--- config.mk ---
export PLATFORM = sky130hd
export DESIGN_NAME = irq_ctrl
export DESIGN_NICKNAME = d
export VERILOG_FILES = /design/src/irq_pkg.sv /design/src/irq_capture.sv /design/src/irq_priority.sv /design/src/irq_dispatch.sv /design/src/irq_ctrl.sv
export VERILOG_INCLUDE_DIRS = /design/src /design/src/src
export SDC_FILE = /design/constraint.sdc
export NUM_CORES = 1
export LEC_CHECK = 0
export BUFFER_PORTS_ARGS = -buffer_cell sky130_fd_sc_hd__clkbuf_2
export CAP_MARGIN = 20
export CORE_UTILIZATION = 44
export DETAILED_ROUTE_END_ITERATION = 16
export PLACE_DENSITY = 0.76
export SLEW_MARGIN = 20
export SYNTH_ARGS = -nofsm -noshare
export SYNTH_HDL_FRONTEND = slang
export SYNTH_SLANG_ARGS = --single-unit
--- constraint.sdc ---
create_clock -name clk -period 1.8 [get_ports clk]
set_input_delay 0.27 -clock clk [delete_from_list [all_inputs] [get_ports clk]]
set_output_delay 0.27 -clock clk [all_outputs]
set_load 0.01 [all_outputs]
--- src/irq_cfg.svh ---
// ##########################################################
// Interrupt controller sizing, vector layout and priority bands
// ##########################################################
`ifndef IRQ_CFG_SVH
`define IRQ_CFG_SVH

`define IRQ_COUNT        16        // Request lines
`define IRQ_ID_W         4         // Bits of a line number
`define IRQ_NONE         4'hF      // Shown when nothing is active

// Vector address = base + (line << shift)
`define VEC_BASE         32'h1000
`define VEC_STRIDE_SHIFT 8

// First line of each lower band
`define PRIO_BAND_HIGH   2         // Lines 0..1 are level 3
`define PRIO_BAND_MID    6         // Lines 2..5 are level 2
`define PRIO_BAND_LOW    12        // Lines 6..11 level 1, rest level 0

`endif

--- src/irq_pkg.sv ---
// ##########################################################
// Shared types: priority level, grant and clear records
// ##########################################################
`include "irq_cfg.svh"

package irq_pkg;

    // 3 is the most urgent
    typedef logic [1:0] irq_level_t;

    // Winner of the priority scan
    typedef struct packed {
        logic                 valid;   // Some line is pending
        logic [`IRQ_ID_W-1:0] id;
        irq_level_t           level;
    } irq_grant_t;

    // Drop one line from the pending set
    typedef struct packed {
        logic                 valid;
        logic [`IRQ_ID_W-1:0] id;
    } irq_clear_t;

endpackage

--- src/irq_capture.sv ---
// ##########################################################
// Request masking and sticky pending set
// ##########################################################
`include "irq_cfg.svh"

module irq_capture (
    input  logic                    clk,
    input  logic                    rst,
    input  logic [`IRQ_COUNT-1:0]   irq_lines,
    input  logic [31:0]             mask_register,
    input  irq_pkg::irq_clear_t     clear,
    output logic [`IRQ_COUNT-1:0]   pending
);

    logic [`IRQ_COUNT-1:0] masked_req;   // Requests that pass the mask
    logic [`IRQ_COUNT-1:0] clear_mask;   // One-hot of the acknowledged line

    // Only the low bits of the mask register map to lines
    assign masked_req = irq_lines & mask_register[`IRQ_COUNT-1:0];

    always_comb begin
        clear_mask = '0;
        if (clear.valid) begin
            clear_mask[clear.id] = 1'b1;
        end
    end

    // Clear first, then OR in new requests,
    // so a line still asserted on its acknowledge edge re-arms
    always_ff @(posedge clk or posedge rst) begin
        if (rst) begin
            pending <= '0;
        end else begin
            pending <= (pending & ~clear_mask) | masked_req;
        end
    end

endmodule

--- src/irq_priority.sv ---
// ##########################################################
// Fixed priority table and winner selection
// ##########################################################
`include "irq_cfg.svh"

module irq_priority (
    input  logic [`IRQ_COUNT-1:0]   pending,
    output irq_pkg::irq_grant_t     grant
);

    irq_pkg::irq_level_t  line_level [`IRQ_COUNT];   // Level of each line
    irq_pkg::irq_level_t  best_level;
    logic [`IRQ_ID_W-1:0] best_id;
    logic                 best_valid;

    // Band lookup from the config limits
    function automatic irq_pkg::irq_level_t level_of(input int line);
        irq_pkg::irq_level_t lvl;
        if (line < `PRIO_BAND_HIGH) begin
            lvl = 2'd3;
        end else if (line < `PRIO_BAND_MID) begin
            lvl = 2'd2;
        end else if (line < `PRIO_BAND_LOW) begin
            lvl = 2'd1;
        end else begin
            lvl = 2'd0;
        end
        return lvl;
    endfunction

    for (genvar g = 0; g < `IRQ_COUNT; g++) begin : g_level
        assign line_level[g] = level_of(g);
    end

    // Ascending scan with >= so the higher line takes ties
    always_comb begin
        best_valid = 1'b0;
        best_id    = `IRQ_NONE;
        best_level = '0;
        for (int i = 0; i < `IRQ_COUNT; i++) begin
            if (pending[i] && (!best_valid || line_level[i] >= best_level)) begin
                best_valid = 1'b1;
                best_id    = `IRQ_ID_W'(i);
                best_level = line_level[i];
            end
        end
    end

    assign grant.valid = best_valid;
    assign grant.id    = best_id;
    assign grant.level = best_level;

endmodule

--- src/irq_dispatch.sv ---
// ##########################################################
// Dispatch FSM: present winner, hold for acknowledge, clear
// ##########################################################
`include "irq_cfg.svh"

module irq_dispatch (
    input  logic                    clk,
    input  logic                    rst,
    input  logic [`IRQ_COUNT-1:0]   pending,
    input  irq_pkg::irq_grant_t     grant,
    input  logic                    interrupt_ack,
    output irq_pkg::irq_clear_t     clear,
    output logic [`IRQ_ID_W-1:0]    active_irq,
    output logic                    interrupt_pending,
    output logic [31:0]             vector_addr
);

    typedef enum logic [1:0] {
        ST_IDLE,
        ST_SELECT,
        ST_WAIT_ACK,
        ST_SERVICE
    } state_t;

    state_t      state;
    logic        ack_taken;     // Acknowledge accepted this cycle
    logic [31:0] grant_vector;  // Vector of the current winner

    // Acks outside wait_ack are dropped here
    assign ack_taken = (state == ST_WAIT_ACK) && interrupt_ack;

    assign grant_vector = `VEC_BASE + (32'(grant.id) << `VEC_STRIDE_SHIFT);

    // Clear reaches capture before the ack edge
    assign clear.valid = ack_taken;
    assign clear.id    = active_irq;

    always_ff @(posedge clk or posedge rst) begin
        if (rst) begin
            state             <= ST_IDLE;
            active_irq        <= `IRQ_NONE;
            interrupt_pending <= 1'b0;
            vector_addr       <= '0;
        end else begin
            case (state)
                ST_IDLE: begin
                    if (pending != '0) begin
                        state <= ST_SELECT;
                    end
                end
                ST_SELECT: begin
                    if (grant.valid) begin
                        active_irq        <= grant.id;
                        vector_addr       <= grant_vector;
                        interrupt_pending <= 1'b1;
                        state             <= ST_WAIT_ACK;
                    end else begin
                        state <= ST_IDLE;
                    end
                end
                ST_WAIT_ACK: begin
                    // Outputs frozen until the host answers
                    if (ack_taken) begin
                        interrupt_pending <= 1'b0;
                        state             <= ST_SERVICE;
                    end
                end
                ST_SERVICE: begin
                    active_irq <= `IRQ_NONE;   // vector_addr keeps last value
                    state      <= ST_IDLE;
                end
                default: begin
                    state <= ST_IDLE;
                end
            endcase
        end
    end

endmodule

--- src/irq_ctrl.sv ---
// ##########################################################
// Interrupt controller top: capture, priority, dispatch
// ##########################################################
`include "irq_cfg.svh"

module irq_ctrl (
    input  logic                    clk,
    input  logic                    rst,
    input  logic [`IRQ_COUNT-1:0]   irq_lines,
    input  logic [31:0]             mask_register,
    input  logic                    interrupt_ack,
    output logic [`IRQ_ID_W-1:0]    active_irq,
    output logic                    interrupt_pending,
    output logic [31:0]             vector_addr
);

    logic [`IRQ_COUNT-1:0] pending;   // Sticky request set
    irq_pkg::irq_grant_t   grant;     // Combinational winner
    irq_pkg::irq_clear_t   clear;     // Ack feedback to capture

    irq_capture u_irq_capture (
        .clk           (clk),
        .rst           (rst),
        .irq_lines     (irq_lines),
        .mask_register (mask_register),
        .clear         (clear),
        .pending       (pending)
    );

    irq_priority u_irq_priority (
        .pending (pending),
        .grant   (grant)
    );

    irq_dispatch u_irq_dispatch (
        .clk               (clk),
        .rst               (rst),
        .pending           (pending),
        .grant             (grant),
        .interrupt_ack     (interrupt_ack),
        .clear             (clear),
        .active_irq        (active_irq),
        .interrupt_pending (interrupt_pending),
        .vector_addr       (vector_addr)
    );

endmodule

==> reports/summary.md <==
Global-route congestion overflow total: 0. The most used flip-flop cell after synthesis is sky130_fd_sc_hd__dfrtp_1. Family with the most delay on the worst path: compound AO/OA/AOI/OAI gates.

The run gives 1.95 ns as the required arrival time at the worst endpoint. The net switching component of the power is 784.1 uW, and the total negative slack for setup checks is 0 ns. For the number of vias in the routed layout, the log shows 1,394. The die covers 0.003932 mm^2. The proportion of power drawn by the clock network was 0.159; the number of CTS-inserted buffers was 3.

The endpoint identified for the worst register-to-register timing path is u_irq_dispatch.vector_addr[8]. Internal power comes to 1.338 mW. The combined area of all synthesized cells is 0.001622 mm^2, and the average size of a mapped cell is 9.213 um^2. The logs give 0 for the number of diodes and 0 for the initial antenna violation count.

The area share of and/or/nand/nor cells after synthesis was 0.2191; the number of nets still failing antenna checks after routing was 0. The distinct cell type count after synthesis is 38. Along the worst path, the maximum fanout reaches 4. The top cell types in the final layout, fill and taps aside, are sky130_fd_sc_hd__clkbuf_2, sky130_fd_sc_hd__conb_1, sky130_fd_sc_hd__nand2_1. STA classifies the critical path startpoint as a flop.

Detailed-route wire length per cell: 12.19 um. The DRC violation count after routing was 0; the per-cell via count in the routed design was 4.891. The multiplexer fraction of the synthesized cell area is 0.006173. On the critical path, the stage with the largest delay is an instance of sky130_fd_sc_hd__or4_1. The layout has 339 filler cells.

The via count of the first global-routing pass came out at 1,358. The class of the worst hold path was in2async. At the end of the flow, the number of nets in the layout was 291. The design draws 2.122 mW.

TritonCTS built the clock tree. The commonest non-fill, non-tap cell in the layout was sky130_fd_sc_hd__clkbuf_2. The fraction of registers with async set/reset was 1.000.

On the final layout, the worst clock skew is 0.004642 ns. Power spread over the standard cell area amounts to 1068 mW/mm^2. The worst register-to-register path has a depth of 4.

Once detailed placement completed, the half-perimeter wirelength came to 2.745 mm. The run gives 21 as the site row count. The worst register-to-register path begins at u_irq_capture.pending[8].

The adder-cell area share of the yosys netlist works out to 0. The run gives 0.4711 as the starting density of the core. The flow ran to the end, and the final reports show no timing, DRC or antenna violations. The proportion of synthesized chip area in sequential cells came out at 0.4352. The core outline area came out at 0.003442 mm^2. VDD sags by at most 0.0004980 V. The longest clock path from root to sink contains 2 buffers. Setup violations remaining at the end of the flow were counted as 0. The setup check on the worst reg-to-reg path leaves a slack of 0.03 ns. The register share of total power is 0.471, and the number of levels in the clock H-tree is 1.

The start-to-end type of the worst setup path is reg2reg. Count of routing violations after the opening detailed-route iteration: 37. The stage delay of the slowest cell on the critical path is 0.56 ns. The final clock period utilization by the worst path was 0.9836; the leakage power summed over all cells was 0.9503 nW. The peak clock frequency supported by timing is 564.8 MHz, and the number of flops mapped to enable cells by yosys is 0.

In the final layout, flip-flops and latches occupy 705.7 um^2. After clock tree synthesis, the clock-pin slew on the worst setup and hold paths is 0.09 ns. The parity-gate share of the synthesized area counting xor and xnor cells is 0, and the fraction of final layout cells sized beyond drive strength 1 is 0.3222.

Entering global routing, the biggest net connects 29 pins. The minimum clock period after layout works out to 1.770 ns. The main combinational cell family by area after synthesis is simple AND/OR/NAND/NOR gates.

The number of warnings reported in the yosys synthesis log is 0. The count of buffers inserted at the top-level ports was 44. In the final layout, the multi-input gates occupy 774.5 um^2. The max capacitance violation total is 0. Cell count after synthesis: 176.

Synthesis inferred 28 register bits. From synthesis to final layout, the design area changed by 22.53%. The buffers plus inverters on the worst setup path came out at 0. The tools report the count of TritonRoute iterations in the first routing pass as 4.

Sort of element at the end of the critical path: a flop. Routability-driven placement finished with a final weighted congestion of 0.8709. Walking the worst path, the cells encountered are or4_1 > o311a_1 > o21ai_0 > a22oi_1.

The later pin in the worst-skew pair is clocked with a latency of 0.27 ns. The total wire length after detailed routing is 3.475 mm. The height of the die is 62.71 um. The first global-routing pass estimated 5.996 mm of wire.

The net switching fraction of the power is 0.3695, and the number of placed I/O pins is 88. The tools report the number of endpoints with negative hold slack in the final report as 0. For the number of max-slew violations in the final report, the log shows 0. At the worst endpoint, the arrival time is 1.92 ns.

Measured along the x axis, the die boundary spans 62.71 um. The relative contribution of combinational cells to total power is 0.371. Clock net sink count: 28. The fraction of the mapped netlist area in compound gates works out to 0.1829. The run gives 0.1952 as the total track usage.

The master cell of the clock root buffer is sky130_fd_sc_hd__clkbuf_8. Final core utilization: 0.5772. Setup repair after global routing could not meet its margin everywhere.
synthesized netlist by cell type (3+ instances only):
| master | n | area share |
|---|---|---|
| sky130_fd_sc_hd__buf_4 | 27 | 0.12 |
| sky130_fd_sc_hd__nand2_1 | 26 | 0.060 |
| sky130_fd_sc_hd__dfrtp_1 | 24 | 0.37 |
| sky130_fd_sc_hd__nor2_1 | 12 | 0.028 |
| sky130_fd_sc_hd__o21ai_0 | 10 | 0.031 |
| sky130_fd_sc_hd__a22o_1 | 8 | 0.043 |
| sky130_fd_sc_hd__inv_1 | 7 | 0.016 |
| sky130_fd_sc_hd__nor4_1 | 5 | 0.019 |
| sky130_fd_sc_hd__a221o_1 | 4 | 0.025 |
| sky130_fd_sc_hd__dfstp_2 | 4 | 0.065 |
| sky130_fd_sc_hd__nand2b_1 | 4 | 0.015 |
| sky130_fd_sc_hd__nor2b_1 | 4 | 0.015 |
| sky130_fd_sc_hd__a21o_1 | 3 | 0.014 |
| sky130_fd_sc_hd__clkbuf_1 | 3 | 0.0069 |
| sky130_fd_sc_hd__nand3_1 | 3 | 0.0093 |
power by group through the flow:
stage / combinational [mW] / sequential, mW / clock [mW]
after floorplan: 0.540 / 0.949 / 0
after global placement: 0.755 / 1.00 / 0
after detailed placement: 0.772 / 1.01 / 0
after CTS: 0.778 / 0.995 / 0.350
after global routing: 0.870 / 1.03 / 0.376
final: 0.787 / 0.999 / 0.337
flip-flops by register name, indices dropped and copies added (netlist names), named ones only:
name,flops
u_irq_capture.pending,16
u_irq_dispatch.active_irq,4
u_irq_dispatch.interrupt_pending,1
u_irq_dispatch.state,1
u_irq_dispatch.vector_addr,5
per-layer routing:
| layer | vias to the layer above | global-route usage | wire (um) |
|---|---|---|---|
| met1 | 642 | 0.2547 | 1634 |
| li1 | 693 | - | - |
| met2 | 57 | 0.3288 | 1640 |
| met4 | 0 | 0.04360 | 14 |
| met5 | - | 0 | 0 |
| met3 | 2 | 0.04380 | 184 |
through the flow:
step	instances	worst slack, ns	hold WS [ns]	area, um^2
after global routing	285	-0.001093	0.05337	1987
after floorplan	202	0.1443	0.3324	1719
after detailed placement	280	0.03754	0.3289	1923
after global placement	280	0.05335	0.3314	1923
after CTS	284	0.01598	0.03644	1968
final	285	0.02960	0.02917	1987
what timing repair did:
item / in CTS / in global routing
hold buffers: 0 / 0
setup endpoints to repair: 0 / 4
resized for setup: 0 / 3
buffers inserted: 0 / 1
cell type report:
cell class | instances | share of cell area
Multi-Input combinational cell | 135 | 0.3898
Sequential cell | 28 | 0.3552
Timing Repair Buffer | 65 | 0.1902
Tap cell | 46 | 0.02897
Clock buffer | 4 | 0.02267
Inverter | 7 | 0.01322
logic make-up (layout without fill, tap and decap cells):
logic type / Yosys count / after routing
AOI/OAI and AO/OA: 38 / 38
other: 1 / 27
and+or+nand+nor: 69 / 69
buffers and inverters: 39 / 76
DFF: 28 / 28
muxes: 1 / 1
worst register-to-register path, delay by kind of cell, from the launching register on:
kind             cells  cell delay [ns]
AO/OA/AOI/OAI        3             0.66
AND/OR/NAND/NOR      1             0.57
flip-flops           1             0.44
worst max-delay path by stage:
stage,startpoint,slack [ns],cells after the start,end
floorplan,u_irq_capture.pending[8],0.14,4,u_irq_dispatch.vector_addr[8]
global placement,u_irq_capture.pending[8],0.05,4,u_irq_dispatch.vector_addr[8]
detailed placement,u_irq_capture.pending[7],0.04,5,u_irq_dispatch.active_irq[1]
CTS,u_irq_capture.pending[7],0.02,5,u_irq_dispatch.active_irq[1]
global route,u_irq_capture.pending[8],-0.001,5,u_irq_dispatch.active_irq[1]
finish,u_irq_capture.pending[8],0.03,4,u_irq_dispatch.vector_addr[8]
Note: power is estimated with default switching activity, not from simulation.
